`config.mk`:
```
export PLATFORM = sky130hd
export DESIGN_NAME = teleport_draw_top
export DESIGN_NICKNAME = d
export VERILOG_FILES = /design/src/logic/gfx_types_pkg.sv /design/src/logic/anim_pkg.sv /design/src/logic/draw_if.sv /design/src/logic/anim_ctrl.sv /design/src/logic/rect_fill.sv /design/src/logic/shape_scheduler.sv /design/src/logic/teleport_draw_top.sv
export VERILOG_INCLUDE_DIRS = /design/src /design/src/include
export SDC_FILE = /design/constraint.sdc
export NUM_CORES = 1
export LEC_CHECK = 0
export ABC_AREA = 1
export CAP_MARGIN = 20
export CORE_MARGIN = 5
export CORE_UTILIZATION = 45
export CTS_BUF_LIST = sky130_fd_sc_hd__clkbuf_8
export DETAILED_ROUTE_END_ITERATION = 12
export DONT_BUFFER_PORTS = 1
export PLACE_DENSITY = 0.69
export RECOVER_POWER = 100
export SYNTH_ARGS = -nofsm -noshare
export SYNTH_HDL_FRONTEND = slang
export SYNTH_SLANG_ARGS = --single-unit
```
`constraint.sdc`:
```
create_clock -name clk_100m -period 5.7 [get_ports clk_100m]
set_clock_uncertainty 0.05 [all_clocks]
set_input_delay 1.14 -clock clk_100m [delete_from_list [all_inputs] [get_ports clk_100m]]
set_output_delay 1.14 -clock clk_100m [all_outputs]
set_load 0.05 [all_outputs]
```
`src/include/teleport_settings.svh`:
```
/* build-time constants for the teleport drawing core
   framebuffer size is fixed at elaboration, coordinates are signed */
`ifndef TELEPORT_SETTINGS_SVH
`define TELEPORT_SETTINGS_SVH

// coordinate width, signed so shapes can start off-screen
`define TP_CORDW 16

// framebuffer geometry in pixels
`define TP_FB_WIDTH 640
`define TP_FB_HEIGHT 360

// colour index width, 16 palette entries
`define TP_CIDXW 4

// animation steps per colour turn
`define TP_ANIM_CNT 5

// frames shown per animation step
`define TP_ANIM_SPEED 4

// nested rectangles drawn per pass
`define TP_SHAPE_CNT 7

`endif

```
`src/logic/gfx_types_pkg.sv`:
```
/* geometry types shared by the scheduler, filler and draw interface
   coordinates are two's complement, negative values lie off-screen */
`include "teleport_settings.svh"

package gfx_types_pkg;

    // screen coordinate, signed
    typedef logic signed [`TP_CORDW-1:0] coord_t;

    // palette index
    typedef logic [`TP_CIDXW-1:0] cidx_t;

    // rectangle filler FSM
    typedef enum logic [1:0] {
        IDLE, // wait for start
        CLIP, // clamp corners to framebuffer
        FILL, // one pixel per free cycle
        DONE  // done pulse
    } fill_state_t;

    // framebuffer limits as coordinates
    localparam coord_t FB_XMAX = coord_t'(`TP_FB_WIDTH - 1);
    localparam coord_t FB_YMAX = coord_t'(`TP_FB_HEIGHT - 1);

    // clamp one coordinate into 0..hi
    function automatic coord_t clamp_coord(coord_t v, coord_t hi);
        if (v < 0) begin
            return '0;
        end else if (v > hi) begin
            return hi;
        end
        return v;
    endfunction

endpackage

```
`src/logic/anim_pkg.sv`:
```
/* animation types and the fixed shape table
   the table holds seven shapes, ids 7..15 give a small fallback square */
`include "teleport_settings.svh"

package anim_pkg;

    typedef logic [$clog2(`TP_ANIM_CNT)-1:0] anim_step_t;   // animation step
    typedef logic [$clog2(`TP_ANIM_SPEED)-1:0] anim_speed_t; // frames within a step
    typedef logic [3:0] shape_id_t;

    // per-frame scheduler FSM
    typedef enum logic [1:0] {
        IDLE, // wait for frame
        INIT, // compute corners, launch filler
        DRAW, // wait for filler done
        DONE  // pass finished
    } sched_state_t;

    // base rectangle at step 0 plus growth per step
    typedef struct packed {
        gfx_types_pkg::coord_t bx0;
        gfx_types_pkg::coord_t by0;
        gfx_types_pkg::coord_t bx1;
        gfx_types_pkg::coord_t by1;
        gfx_types_pkg::coord_t rate;
    } shape_geom_t;

    function automatic shape_geom_t shape_geom(shape_id_t id);
        case (id)
            4'd0: return '{bx0:  80, by0:   0, bx1: 558, by1: 498, rate: 24};
            4'd1: return '{bx0: 160, by0:  20, bx1: 478, by1: 338, rate: 16};
            4'd2: return '{bx0: 210, by0:  70, bx1: 428, by1: 288, rate: 10};
            4'd3: return '{bx0: 250, by0: 110, bx1: 388, by1: 248, rate:  8};
            4'd4: return '{bx0: 280, by0: 140, bx1: 358, by1: 218, rate:  6};
            4'd5: return '{bx0: 300, by0: 160, bx1: 338, by1: 198, rate:  4};
            4'd6: return '{bx0: 310, by0: 170, bx1: 328, by1: 188, rate:  2};
            default: return '{bx0: 20, by0: 20, bx1: 40, by1: 40, rate: 0};
        endcase
    endfunction

endpackage

```
`src/logic/draw_if.sv`:
```
/* rectangle request from scheduler to filler
   corners and colour must hold from start until done */
`timescale 1ns/1ps

interface draw_if;
    import gfx_types_pkg::*;

    logic start;  // one-cycle launch
    coord_t x0;   // top-left
    coord_t y0;
    coord_t x1;   // bottom-right, inclusive
    coord_t y1;
    cidx_t cidx;  // fill colour
    logic done;   // one-cycle, after last pixel

    modport master (
        output start,
        output x0,
        output y0,
        output x1,
        output y1,
        output cidx,
        input  done
    );

    modport slave (
        input  start,
        input  x0,
        input  y0,
        input  x1,
        input  y1,
        input  cidx,
        output done
    );

endinterface

```
`src/logic/anim_ctrl.sv`:
```
/* frame counter for the animation, every frame pulse counts
   step advances every TP_ANIM_SPEED frames, offset on step wrap */
`timescale 1ns/1ps
`include "teleport_settings.svh"

module anim_ctrl (
    input  logic clk_100m,
    input  logic rst_n,
    input  logic frame,                         // one-cycle strobe
    output anim_pkg::anim_step_t anim_step,
    output gfx_types_pkg::cidx_t colr_offs
);
    import anim_pkg::*;

    anim_speed_t speed_cnt; // frames within current step

    always_ff @(posedge clk_100m) begin
        if (!rst_n) begin
            speed_cnt <= '0;
            anim_step <= '0;
            colr_offs <= '0;
        end else if (frame) begin
            if (speed_cnt == `TP_ANIM_SPEED - 1) begin
                speed_cnt <= '0;
                if (anim_step == `TP_ANIM_CNT - 1) begin
                    anim_step <= '0;
                    colr_offs <= colr_offs + 1'b1; // rotate palette, wraps at 16
                end else begin
                    anim_step <= anim_step + 1'b1;
                end
            end else begin
                speed_cnt <= speed_cnt + 1'b1;
            end
        end
    end

    // step field is wider than the count, values 5..7 must stay unused
    a_step_range: assert property (
        @(posedge clk_100m) disable iff (!rst_n)
        anim_step < `TP_ANIM_CNT
    ) else $error("anim_step out of range");

    // offset only moves on the frame that wraps the step
    a_offs_on_wrap: assert property (
        @(posedge clk_100m) disable iff (!rst_n)
        (colr_offs != $past(colr_offs)) |-> ($past(frame) && anim_step == '0)
    ) else $error("colour offset moved without step wrap");

endmodule

```
`src/logic/rect_fill.sv`:
```
/* filled rectangle writer, clips to the framebuffer then scans x fastest
   one write per free cycle, fb_busy stalls the scan, off-screen rectangles give done only */
`timescale 1ns/1ps
`include "teleport_settings.svh"

module rect_fill (
    input  logic clk_100m,
    input  logic rst_n,
    draw_if.slave req,
    input  logic fb_busy,                       // framebuffer stall
    output logic fb_we,
    output gfx_types_pkg::coord_t fb_x,
    output gfx_types_pkg::coord_t fb_y
);
    import gfx_types_pkg::*;

    fill_state_t state;
    coord_t xs;          // clamped left edge, row restart
    coord_t xe;          // clamped right edge
    coord_t ye;          // clamped bottom edge
    logic off_screen;    // nothing to draw

    // rectangle misses the framebuffer or is empty
    assign off_screen = (req.x1 < 0) || (req.y1 < 0) ||
                        (req.x0 > FB_XMAX) || (req.y0 > FB_YMAX) ||
                        (req.x0 > req.x1) || (req.y0 > req.y1);

    assign fb_we = (state == FILL) && !fb_busy;
    assign req.done = (state == DONE);

    always_ff @(posedge clk_100m) begin
        if (!rst_n) begin
            state <= IDLE;
            fb_x <= '0;
            fb_y <= '0;
        end else begin
            case (state)
                IDLE: begin
                    if (req.start) state <= CLIP;
                end
                CLIP: begin
                    fb_x <= clamp_coord(req.x0, FB_XMAX);
                    fb_y <= clamp_coord(req.y0, FB_YMAX);
                    state <= off_screen ? DONE : FILL;
                end
                FILL: begin
                    if (fb_we) begin
                        if (fb_x == xe) begin
                            if (fb_y == ye) begin
                                state <= DONE; // last pixel written
                            end else begin
                                fb_x <= xs;
                                fb_y <= fb_y + 1'b1;
                            end
                        end else begin
                            fb_x <= fb_x + 1'b1;
                        end
                    end
                end
                default: begin // DONE
                    state <= IDLE;
                end
            endcase
        end
    end

    // scan bounds
    always_ff @(posedge clk_100m) begin
        if (state == CLIP) begin
            xs <= clamp_coord(req.x0, FB_XMAX);
            xe <= clamp_coord(req.x1, FB_XMAX);
            ye <= clamp_coord(req.y1, FB_YMAX);
        end
    end

    a_no_write_busy: assert property (
        @(posedge clk_100m) disable iff (!rst_n)
        fb_busy |-> !fb_we
    ) else $error("write while framebuffer busy");

    a_write_in_fb: assert property (
        @(posedge clk_100m) disable iff (!rst_n)
        fb_we |-> (fb_x >= 0 && fb_x <= FB_XMAX && fb_y >= 0 && fb_y <= FB_YMAX)
    ) else $error("write outside framebuffer");

    // a stalled pixel is presented again unchanged
    a_hold_on_busy: assert property (
        @(posedge clk_100m) disable iff (!rst_n)
        (state == FILL && fb_busy) |=> ($stable(fb_x) && $stable(fb_y))
    ) else $error("position moved during stall");

endmodule

```
`src/logic/shape_scheduler.sv`:
```
/* draws TP_SHAPE_CNT rectangles per accepted frame, one at a time
   frame pulses outside IDLE are dropped, step and offset are sampled once per pass */
`timescale 1ns/1ps
`include "teleport_settings.svh"

module shape_scheduler (
    input  logic clk_100m,
    input  logic rst_n,
    input  logic frame,                         // one-cycle strobe
    input  anim_pkg::anim_step_t anim_step,
    input  gfx_types_pkg::cidx_t colr_offs,
    draw_if.master req,
    output logic pass_done                      // one-cycle strobe
);
    import anim_pkg::*;

    sched_state_t state;
    shape_id_t shape_id;                // current shape
    anim_step_t step_q;                 // step for this pass
    logic [`TP_CIDXW-1:0] colr_q;       // offset for this pass
    shape_geom_t geom;                  // table entry of current shape
    logic signed [`TP_CORDW-1:0] grow;  // rate * step

    always_comb begin
        geom = shape_geom(shape_id);
        grow = geom.rate * `TP_CORDW'(step_q);
    end

    // control path
    always_ff @(posedge clk_100m) begin
        if (!rst_n) begin
            state <= IDLE;
            shape_id <= '0;
            step_q <= '0;
            colr_q <= '0;
            req.start <= 1'b0;
            pass_done <= 1'b0;
        end else begin
            req.start <= 1'b0;
            pass_done <= 1'b0;
            case (state)
                IDLE: begin
                    if (frame) begin
                        shape_id <= '0;
                        step_q <= anim_step; // hold for whole pass
                        colr_q <= colr_offs;
                        state <= INIT;
                    end
                end
                INIT: begin
                    req.start <= 1'b1; // corners registered on the same edge
                    state <= DRAW;
                end
                DRAW: begin
                    if (req.done) begin
                        if (shape_id == `TP_SHAPE_CNT - 1) begin
                            pass_done <= 1'b1;
                            state <= DONE;
                        end else begin
                            shape_id <= shape_id + 1'b1;
                            state <= INIT;
                        end
                    end
                end
                default: begin // DONE
                    state <= IDLE;
                end
            endcase
        end
    end

    // rectangle payload, loaded in INIT and held through DRAW
    always_ff @(posedge clk_100m) begin
        if (state == INIT) begin
            req.x0 <= geom.bx0 - grow;
            req.y0 <= geom.by0 - grow;
            req.x1 <= geom.bx1 + grow;
            req.y1 <= geom.by1 + grow;
            req.cidx <= colr_q + shape_id; // modulo 16
        end
    end

    a_shape_range: assert property (
        @(posedge clk_100m) disable iff (!rst_n)
        shape_id < `TP_SHAPE_CNT
    ) else $error("shape_id out of range");

    // filler must answer every launch before the next one
    a_one_outstanding: assert property (
        @(posedge clk_100m) disable iff (!rst_n)
        req.start |=> (!req.start throughout req.done [->1])
    ) else $error("second start before done");

endmodule

```
`src/logic/teleport_draw_top.sv`:
```
/* drawing core of the teleport effect, the write port goes to an external framebuffer
   frame must be a single-cycle pulse in the clk_100m domain */
`timescale 1ns/1ps

module teleport_draw_top (
    input  logic clk_100m,
    input  logic rst_n,
    input  logic frame,                     // start of frame
    input  logic fb_busy,                   // framebuffer stall
    output logic fb_we,
    output gfx_types_pkg::coord_t fb_x,
    output gfx_types_pkg::coord_t fb_y,
    output gfx_types_pkg::cidx_t fb_cidx,
    output logic pass_done                  // all shapes drawn
);
    import anim_pkg::*;

    anim_step_t anim_step;
    gfx_types_pkg::cidx_t colr_offs;

    draw_if draw_req ();

    anim_ctrl anim_ctrl_i (
        .clk_100m  (clk_100m),
        .rst_n     (rst_n),
        .frame     (frame),
        .anim_step (anim_step),
        .colr_offs (colr_offs)
    );

    shape_scheduler shape_scheduler_i (
        .clk_100m  (clk_100m),
        .rst_n     (rst_n),
        .frame     (frame),
        .anim_step (anim_step),
        .colr_offs (colr_offs),
        .req       (draw_req.master),
        .pass_done (pass_done)
    );

    rect_fill rect_fill_i (
        .clk_100m (clk_100m),
        .rst_n    (rst_n),
        .req      (draw_req.slave),
        .fb_busy  (fb_busy),
        .fb_we    (fb_we),
        .fb_x     (fb_x),
        .fb_y     (fb_y)
    );

    assign fb_cidx = draw_req.cidx; // colour held for whole rectangle

endmodule

```
Word-level counts from Yosys, hierarchy flattened
Index checks and enable logic that the tools add are counted.

storage, ports and cells
  input bits = 4
  output and inout port bits = 38
  register bits after elaboration = 174
  word-level logic and storage cells = 141

cells by class
  multiply operators = 1
  add/subtract/negate cells = 11
  reduce and logical (&&, ||, !) cells = 21
  multiplexer cells = 54
  order comparisons = 10
  equal/unequal tests = 24

operator list
  kind                                                              count
  case mux 73 bit (7 select lines)                                  1
  2-to-1 mux 16 bit                                                 19
  less-than comparator 16 x 1 -> 1 bit (second input constant)      4
  case mux 16 bit (2 select lines)                                  2
  adder 16 x 1 -> 16 bit (second input constant)                    2
  adder 16 bit                                                      2
  equality test 16 bit                                              2
  greater-than comparator 16 x 10 -> 1 bit (second input constant)  2
  greater-than comparator 16 x 11 -> 1 bit (second input constant)  2
  greater-than comparator 16 bit                                    2
  2-to-1 mux 1 bit                                                  17
  multiplier 16 x 3 -> 16 bit                                       1
  2-to-1 mux 2 bit                                                  8
  != test 2 bit (second input constant)                             8
  subtractor 10 x 16 -> 16 bit                                      1
  subtractor 16 bit                                                 1
  equality test 4 x 3 -> 1 bit (second input constant)              3
  2-to-1 mux 4 bit                                                  3
  case mux 2 bit (3 select lines)                                   2
  AND reduction 4 bit                                               3
  AND reduction 3 bit                                               3
  adder 4 x 1 -> 4 bit (second input constant)                      2
  equality test 2 bit (second input constant)                       4
  equality test 4 x 2 -> 1 bit (second input constant)              2
  other kinds (16)                                                  25

Depth between registers and ports, before layout
Gate-level depths: netlist of the first run.

  depth after elaboration = 8
  mapped depth = 23
  depth with buffers taken out = 23

Cells and area by module
Synthesis of the first run repeated with hierarchy kept, for this count alone.

unflattened totals
  cell total of the unflattened synthesis = 1170
  area, all modules = 9839.4 um^2

by module, submodules not included
  module           times used  sequential area each (um^2)  area an instance (um^2)  cells an instance
  rect_fill        1           2122.0                       5305.1                   671
  shape_scheduler  1           1801.7                       4100.2                   447
  anim_ctrl        1           180.2                        434.2                    52

Worst setup path after synthesis of the first run
No wires, ideal clock.

  kind = register -> register
  start = register shape_scheduler_i.shape_id[1]
  end = register shape_scheduler_i.req.x1[9] (data pin)
  data arrival time = 3.683 ns
  data required time = 5.398 ns
  period minus slack after synthesis = 3.985 ns
  setup time = 0.252 ns
  stages on the path, launching flop included = 22
  buffers on the path = 0
  setup slack = 1.715 ns
  path through = dfxtp_1 > inv_1 > ha_1 > inv_1 > nor2_1 > nor2_2 > nand2_1 > inv_1 > nor2_1 > fa_1 > ha_1 > fa_1 > a31oi_1 > inv_1 > ha_1 > clkinv_1 > nor2_1 > nand3_1 > nand2_1 > inv_1 > nand3_1 > nand2_1

on the way
  word-level cells in the longest chain between the ends = 4
  elaborated cells on any way between the ends = 10
  classes of those cells = add/sub: 1; mul: 1; eq/ne: 6; mux: 1; reduce/logical: 1

RTL lines
  element                                               RTL line               source
  start: declaration                                    shape_scheduler.sv:18  shape_id_t shape_id;
  start signal: assignment                              shape_scheduler.sv:60  shape_id <= shape_id + 1'b1;
  equality test 4 x 3 -> 1 bit (tied with other cells)  anim_pkg.sv:29         case (id)
  case mux 73 bit (7 select lines) *                    anim_pkg.sv:29
  multiplier 16 x 3 -> 16 bit                           shape_scheduler.sv:26  grow = geom.rate * `TP_CORDW'(step_q);
  adder 16 bit *                                        shape_scheduler.sv:77  req.x1 <= geom.bx1 + grow;
  end signal: assignment                                shape_scheduler.sv:77
  end: declaration                                      draw_if.sv:20          output x1,

Every way passes the cells marked *; elsewhere a longest branch is shown, timed or not.
A chain may end at the register's enable or synchronous reset.

Worst setup path in the final report of the first run
Ends and elaborated chain as after synthesis.

==> flow_metrics.tcl, run 1 <==
set metrics [dict create \
    setup_tns_ns 0 \
    peakVddDrop_mv 0.184 \
    first_pass_iters 5 \
    worstHoldStart "anim_ctrl_i.anim_step[2]" \
    endpoint "shape_scheduler_i.req.x1[9]" \
    grt_overflow 0 \
    dp_hpwl_microns 15800 \
    core_sq_um 20200 \
    fillCellCount 1948 \
    maxCapViolCount 3 \
    place_ws_ns 1.07 \
    routed-via-count 7295 \
    die-area_sq_um 23600 \
    crit_start "shape_scheduler_i.shape_id[1]" \
    synth.distinct_cells 52 \
    placed_cell_area_sq_um 9550 \
    ant_nets 0 \
    slowest_delay_ns 0.48 \
    grt_pass1_wl_microns 34300 \
    drc 0 \
    cts_root_buffer "clkbuf_8" \
    cp.required_ns 5.86 \
    io_pins 42 \
    synth_area_per_cell_sq_um 8.00 \
    die_x_microns 154 \
    path_cells "inv_1 > ha_1 > nand3_1 > nand2_1 > inv_1 > nor2_1 > fa_1 > ha_1 > fa_1 > a31oi_1 > inv_1 > ha_1 > clkinv_1 > nor2_1 > nand3_1 > nand2_1 > inv_1 > nand3_1 > nand2_1" \
    period_share_pct 84.5 \
    multi_input_area_sq_um 4660 \
    arrival_ns 4.98 \
    synth_adder_area_share_pct 10.8 \
    ys.flop_type "edfxtp_1" \
    wire_per_inst_microns 14.5 \
    hold_viol_final 0 \
    async_reset_ff_share_pct 0 \
    layout_setup_ws_ns 0.883 \
    clkSinkCount 145 \
    worstMarginPinSlew_ns 2.75 \
    utilization_pct 48.7 \
    first_global_vias 6893 \
    post_cts_buffers 0 \
    initial_core_util_pct 45.8 \
    portBuffers 0 \
    htree_levels 4 \
    viasPerCell 5.05 \
    max_freq_mhz 208 \
    synth_top_family_by_area "simple AND/OR/NAND/NOR gates" \
    ys_seq_area_share_pct 40.7 \
    rsz0062_at_grt "false" \
    cts_max_path_buffers 2 \
    cts_hold_buf 0 \
    n_antenna_cell 0 \
    leakage_nw 4.40 \
    postLayoutCellArea_sq_um 9850 \
    cpMostUsedCell "inv_1" \
    synth_xor_area_share_pct 5.09 \
    die_y_microns 154 \
    finalPower_mw 3.97 \
    finalWirelength_microns 20900 \
    crit_type "register to register" \
    synth-edff-count 87 \
    synth_warnings 0 \
    syn_to_final_growth_pct 6.33 \
    rr_startpoint "shape_scheduler_i.shape_id[1]" \
    first_iter_violations 523 \
    cts-buffers-inserted 17 \
    setup_viol 0 \
    r2r_setup_slack_ns 0.88 \
    grt_max_degree 52 \
    drive_gt1_share_pct 5.96 \
    reg2reg_depth 19 \
    place.gp.congestion 0.940 \
    regArea_sq_um 3770 \
    grtUsageTotal_pct 17.7 \
    violations "capacitance limit, slew limit" \
    synth-compound-area-share_pct 10.5 \
    clock_latency_ns 0.45 \
    status "finished with violations" \
    p_per_area_nw_per_um2 403 \
    hold_path_class "register to register" \
    ys_ff_latch 145 \
    cts_resized 0 \
    netlist_area_sq_um 9270 \
    final_max_slew_viol_count 129 \
    cts_tree "built" \
    period_minus_slack_ns 4.82 \
    cp_slowest_cell "a31oi_1" \
    nNetsFinal 1242 \
    grt_antenna_before_repair 0 \
    path_clk_slew_ns 0.09 \
    synth_simple_gate_area_share_pct 24.5 \
    synthMuxAreaShare_pct 0 \
    r2r-end "shape_scheduler_i.req.x1[9]" \
    cp-start-kind "register" \
    maxSlewHeadroom_pct -83.5 \
    worst_setup_path_end_kind "register" \
    syn_inst 1159 \
    num_rows 52 \
    cp_max_fo 9 \
]
-- final cells by class --
class	count	area share [%]
well taps	270	3.43
flip-flops and latches	145	38.3
repair buffers	6	0.267
multi-input cells	818	47.2
clock inverters	15	1.70
inverters	174	6.69
clock buffers	17	2.37
-- routing by layer --
layer  part of all wire [%]  global-route usage [%]  up-vias  wire length [microns]
met2                     47                    29.4      181                   9840
met1                     45                    22.8     3296                   9450
li1                       -                       -     3779                      -
met3                    5.0                    3.96       39                   1050
met4                    2.7                    6.69        0                    574
met5                      0                       0        -                      0
-- registers in the layout (all words and copies together), names as in the netlist --
signal                       cells
shape_scheduler_i.req.x1         9
shape_scheduler_i.req.start      1
anim_ctrl_i.colr_offs            4
rect_fill_i.fb_x                16
rect_fill_i.state                2
shape_scheduler_i.pass_done      1
rect_fill_i.xs                  16
shape_scheduler_i.req.y1         9
shape_scheduler_i.step_q         3
shape_scheduler_i.state          2
rect_fill_i.fb_y                16
shape_scheduler_i.req.y0        14
rect_fill_i.ye                  10
shape_scheduler_i.req.x0        14
shape_scheduler_i.req.cidx       4
rect_fill_i.xe                  11
anim_ctrl_i.anim_step            3
anim_ctrl_i.speed_cnt            2
shape_scheduler_i.colr_q         4
shape_scheduler_i.shape_id       4
-- worst max-delay path, delay by kind of cell, from the launching register on --
| kind | cells | cell delay [ns] |
|---|---|---|
| flip-flops | 1 | 0.37 |
| AND/OR/NAND/NOR | 8 | 1.23 |
| AO/OA/AOI/OAI | 1 | 0.48 |
| adder cells (fa/ha/maj) | 5 | 1.66 |
| buffers and inverters | 5 | 0.78 |
-- synth_stat cells (4+ instances only) --
cell type  instances  area, sq um
nand4_1           14         87.6
dfxtp_1           58         1160
o211ai_1           7         52.6
xor2_1            40          350
nor2_4             4         45.0
nand2_1          258          968
a22oi_1            4         30.0
nand2_2            7         43.8
a21oi_1           64          320
nand3_1           41          205
inv_2             10         37.5
o21ai_0           54          270
nor2_1           148          556
inv_1            159          597
ha_1              69          863
o21ai_1            7         35.0
nand3_2            4         40.0
a31oi_1           11         68.8
nor2_2             6         37.5
edfxtp_1          87         2610
nor3_1            17         85.1
clkbuf_1          15         56.3
xnor2_1           12          105
o21bai_1           5         37.5
a211oi_1           7         52.6
fa_1               7          140
nand2_4            4         45.0
-- cell usage in the layout, fill, tap and decap left out, types with 4 or more instances in the layout --
master and count:
a211oi_1 7, a21oi_1 64, a22oi_1 4, a31oi_1 11, clkbuf_1 5, clkbuf_8 17, dfxtp_1 58, edfxtp_1 87
fa_1 7, ha_1 69, inv_1 161, inv_2 8, inv_4 4, inv_6 7, nand2_1 262, nand2_2 5
nand3_1 44, nand4_1 15, nor2_1 150, nor2_4 5, nor3_1 17, o211ai_1 7, o21ai_0 58, o21bai_1 5
xnor2_1 12, xor2_1 40
-- cells by family (layout without fill, tap and decap cells) --
group | count (synthesis) | in the layout
other | 1 | 2
flip-flops | 145 | 145
AND/OR/NAND/NOR | 516 | 516
AO/OA/AOI/OAI | 171 | 171
adder cells (fa/ha/maj) | 76 | 76
XOR/XNOR | 53 | 53
buffers and inverters | 197 | 212
-- worst min-delay path by stage --
| stage | end | slack, ns | depth (start not counted) |
|---|---|---|---|
| 3_3_place_gp | anim_ctrl_i.speed_cnt[1] | 0.43 | 2 |
| 3_5_place_dp | anim_ctrl_i.anim_step[2] | 0.45 | 2 |
| 5_1_grt | rect_fill_i.xe[2] | 0.49 | 2 |
| 2_1_floorplan | shape_scheduler_i.req.start | 0.40 | 2 |
| 6_report | shape_scheduler_i.step_q[2] | 0.46 | 2 |
| 4_1_cts | anim_ctrl_i.anim_step[2] | 0.47 | 2 |
-- stage by stage --
stage / hold WS, ns / cells
2_1_floorplan: 0.400 / 1160
3_5_place_dp: 0.452 / 1413
5_1_grt: 0.489 / 1445
3_3_place_gp: 0.435 / 1413
4_1_cts: 0.466 / 1445
6_report: 0.460 / 1445
-- power breakdown --
group | internal [mW] | switching [mW] | leakage [nW]
clock | 0.403 | 0.438 | 0.209
combinational | 0.411 | 0.796 | 2.93
sequential | 1.37 | 0.556 | 1.26
total | 2.18 | 1.79 | 4.40
No activity file was read; power rests on OpenSTA's default activity.
==> run 2, diff against run 1 <==
ABC_AREA = 0   (was 1)
PLACE_DENSITY = 0.71   (was 0.69)
clock period = 4.1 ns   (was 5.7 ns; I/O delays follow)
==> run 2 against run 1 <==
  * Fmax up 20%
  * Largest cell class unchanged
  * Critical endpoint is now shape_scheduler_i.req.x1[8]
  * Largest power group unchanged
  * Worst hold slack worse by 0.032 ns
  * Die area down 1.4%
  * The run now ends clean
  * Setup slack worse by 0.81 ns
==> flow_metrics.tcl, run 2 <==
set metrics [dict create \
    crit_start "shape_scheduler_i.shape_id[0]" \
    hold_viol_final 0 \
    setup_tns_ns 0 \
    status "finished, final reports clean" \
    syn_to_final_growth_pct 11.2 \
    grtUsageTotal_pct 18.1 \
    seqPwrFrac_pct 47.6 \
    internal_power_mw 2.59 \
    ys_ff_latch 145 \
    drive_gt1_share_pct 12.4 \
    die_x_microns 152 \
    peakVddDrop_mv 0.232 \
    wire_per_inst_microns 16.8 \
    synth_warnings 0 \
    dp_hpwl_microns 15500 \
    nNetsFinal 1067 \
    worstMarginPinSlew_ns 0.932 \
    viasPerCell 5.65 \
    portBuffers 0 \
    ys.flop_type "edfxtp_1" \
    synth_area_per_cell_sq_um 9.38 \
    place.gp.congestion 0.864 \
    p_per_area_nw_per_um2 424 \
    netlist_area_sq_um 9130 \
    first_pass_iters 5 \
    first_global_vias 6805 \
    clockPowerShare_pct 27.4 \
    die-area_sq_um 23200 \
    synth_area_leaders "edfxtp_1 29%, dfxtp_1 13%, ha_1 9.5%" \
    ys_seq_area_share_pct 41.3 \
    die_y_microns 152 \
    n_antenna_cell 0 \
    synth_most_common_cell "edfxtp_1" \
    cp_max_fo 4 \
    maxCapViolCount 0 \
    cts_tree "built" \
    grt_overflow 0 \
    synth.top_cells.by_count "87 x edfxtp_1, 81 x nand2_1, 70 x nor2_1" \
    regArea_sq_um 3780 \
    cts_max_path_buffers 2 \
    yosysTopAreaCell "edfxtp_1" \
    synth.distinct_cells 68 \
    htree_levels 4 \
    grt_antenna_before_repair 0 \
    io_pins 42 \
    finalWirelength_microns 21300 \
    endpoint "shape_scheduler_i.req.x1[8]" \
    mostFrequentLayoutCells "87 x edfxtp_1, 80 x nand2_1, 68 x nor2_1" \
    rr_startpoint "shape_scheduler_i.shape_id[0]" \
    setup_viol 0 \
    drc 0 \
    clock_latency_ns 0.49 \
    maxSlewHeadroom_pct 37.7 \
    cp-start-kind "register" \
    fillCellCount 1834 \
    async_reset_ff_share_pct 0 \
    core_sq_um 20100 \
    synth-edff-count 87 \
    arrival_ns 4.16 \
    final_max_slew_viol_count 0 \
    ant_nets 0 \
    grt_max_degree 47 \
    r2r_setup_slack_ns 0.08 \
    synth_top_area_share_pct 28.6 \
    num_rows 52 \
    p_sw_share_pct 39.8 \
    mostFrequentLayoutCell "edfxtp_1" \
    period_share_pct 98.1 \
    hold_path_class "register to register" \
    clkSinkCount 145 \
    whs_ns 0.428 \
    cts_hold_buf 0 \
    crit_type "register to register" \
    comb_power_share_pct 25.0 \
    routed-via-count 7172 \
    max_freq_mhz 249 \
    multi_input_area_sq_um 5050 \
    cts-buffers-inserted 17 \
    cp.required_ns 4.24 \
    worst_setup_path_end_kind "register" \
    leakage_nw 3.90 \
    period_minus_slack_ns 4.02 \
    cts_root_buffer "clkbuf_8" \
    grt_pass1_wl_microns 34600 \
    initial_core_util_pct 45.4 \
    path_clk_slew_ns 0.09 \
    syn_inst 973 \
    power_switching_mw 1.71 \
    reg.largest.list "rect_fill_i.fb_x: 16 flops, rect_fill_i.fb_y: 16 flops, rect_fill_i.xs: 16 flops" \
    finalPower_mw 4.31 \
    r2r-end "shape_scheduler_i.req.x1[8]" \
    first_iter_violations 373 \
    reg2reg_depth 15 \
]
-- run 2: worst min-delay path by stage --
stage / from / end / slack [ns] / cells after the start
2_1_floorplan: anim_ctrl_i.colr_offs[3] / shape_scheduler_i.colr_q[3] / 0.39 / 2
3_3_place_gp: anim_ctrl_i.colr_offs[3] / shape_scheduler_i.colr_q[3] / 0.40 / 2
3_5_place_dp: anim_ctrl_i.colr_offs[3] / shape_scheduler_i.colr_q[3] / 0.41 / 2
4_1_cts: rst_n / rect_fill_i.fb_x[5] / 0.40 / 2
5_1_grt: rst_n / rect_fill_i.fb_x[10] / 0.39 / 2
6_report: anim_ctrl_i.anim_step[0] / shape_scheduler_i.step_q[0] / 0.43 / 2
-- run 2: layer usage --
| layer | GRT usage (%) | up-vias | share of wire [%] | wire length [microns] |
|---|---|---|---|---|
| met5 | 0 | - | 0 | 0 |
| met4 | 4.33 | 0 | 1.4 | 294 |
| met1 | 23.3 | 3390 | 44 | 9340 |
| li1 | - | 3537 | - | - |
| met3 | 4.32 | 31 | 6.0 | 1290 |
| met2 | 30.9 | 214 | 49 | 10400 |
-- run 2: layout make-up --
class	count	share of cell area [%]
clock inverters	15	1.82
flip-flops and latches	145	37.3
repair buffers	41	3.03
inverters	65	2.47
clock buffers	17	2.31
well taps	270	3.33
multi-input cells	717	49.8
-- run 2: critical path, stage by stage (launching register included) --
cell,delay (ns)
dfxtp_4,0.39
inv_4,0.05
ha_4,0.17
o21a_1,0.19
nand2b_4,0.14
and2_1,0.16
fa_1,0.44
ha_2,0.22
fa_2,0.63
ha_4,0.21
o21ai_0,0.09
o21bai_1,0.11
maj3_2,0.34
maj3_2,0.32
a21oi_2,0.17
xor2_1,0.08
-- run 2: cell families (layout without fill, tap and decap cells) --
logic type,Yosys count,in the layout,synth area share (%)
compound gates,233,233,16.3
fa+ha+maj,80,80,11.4
simple gates,311,311,17.0
xor+xnor,66,66,6.33
other cells,1,2,0.0411
flops,145,145,41.3
mux,25,25,2.84
buf+inv,112,138,4.73
-- run 2: power by group through the flow --
stage / Sequential, mW / Clock, mW / Combinational, mW
6_report: 2.05 / 1.18 / 1.08
5_1_grt: 2.08 / 1.27 / 1.18
4_1_cts: 2.05 / 1.20 / 1.07
3_5_place_dp: 2.08 / 0 / 1.06
3_3_place_gp: 2.08 / 0 / 1.04
2_1_floorplan: 2.16 / 0 / 0.715
-- run 2: stage by stage --
step | cell area (sq um) | worst slack, ns | utilization [%] | std cells
2_1_floorplan | 9190 | 0.00700 | - | 974
3_3_place_gp | 9640 | 0.0458 | 47.9 | 1236
3_5_place_dp | 9640 | -0.0351 | 47.9 | 1236
4_1_cts | 10100 | 0.0494 | 50.0 | 1268
5_1_grt | 10100 | -0.0256 | 50.5 | 1270
6_report | 10100 | 0.0763 | 50.5 | 1270
-- run 2: repair_timing --
action	in CTS	in global routing
hold endpoints to repair	0	0
pin swaps	1	9
buffers inserted	0	2
gates resized for setup	1	21
endpoints found under the setup margin	2	13
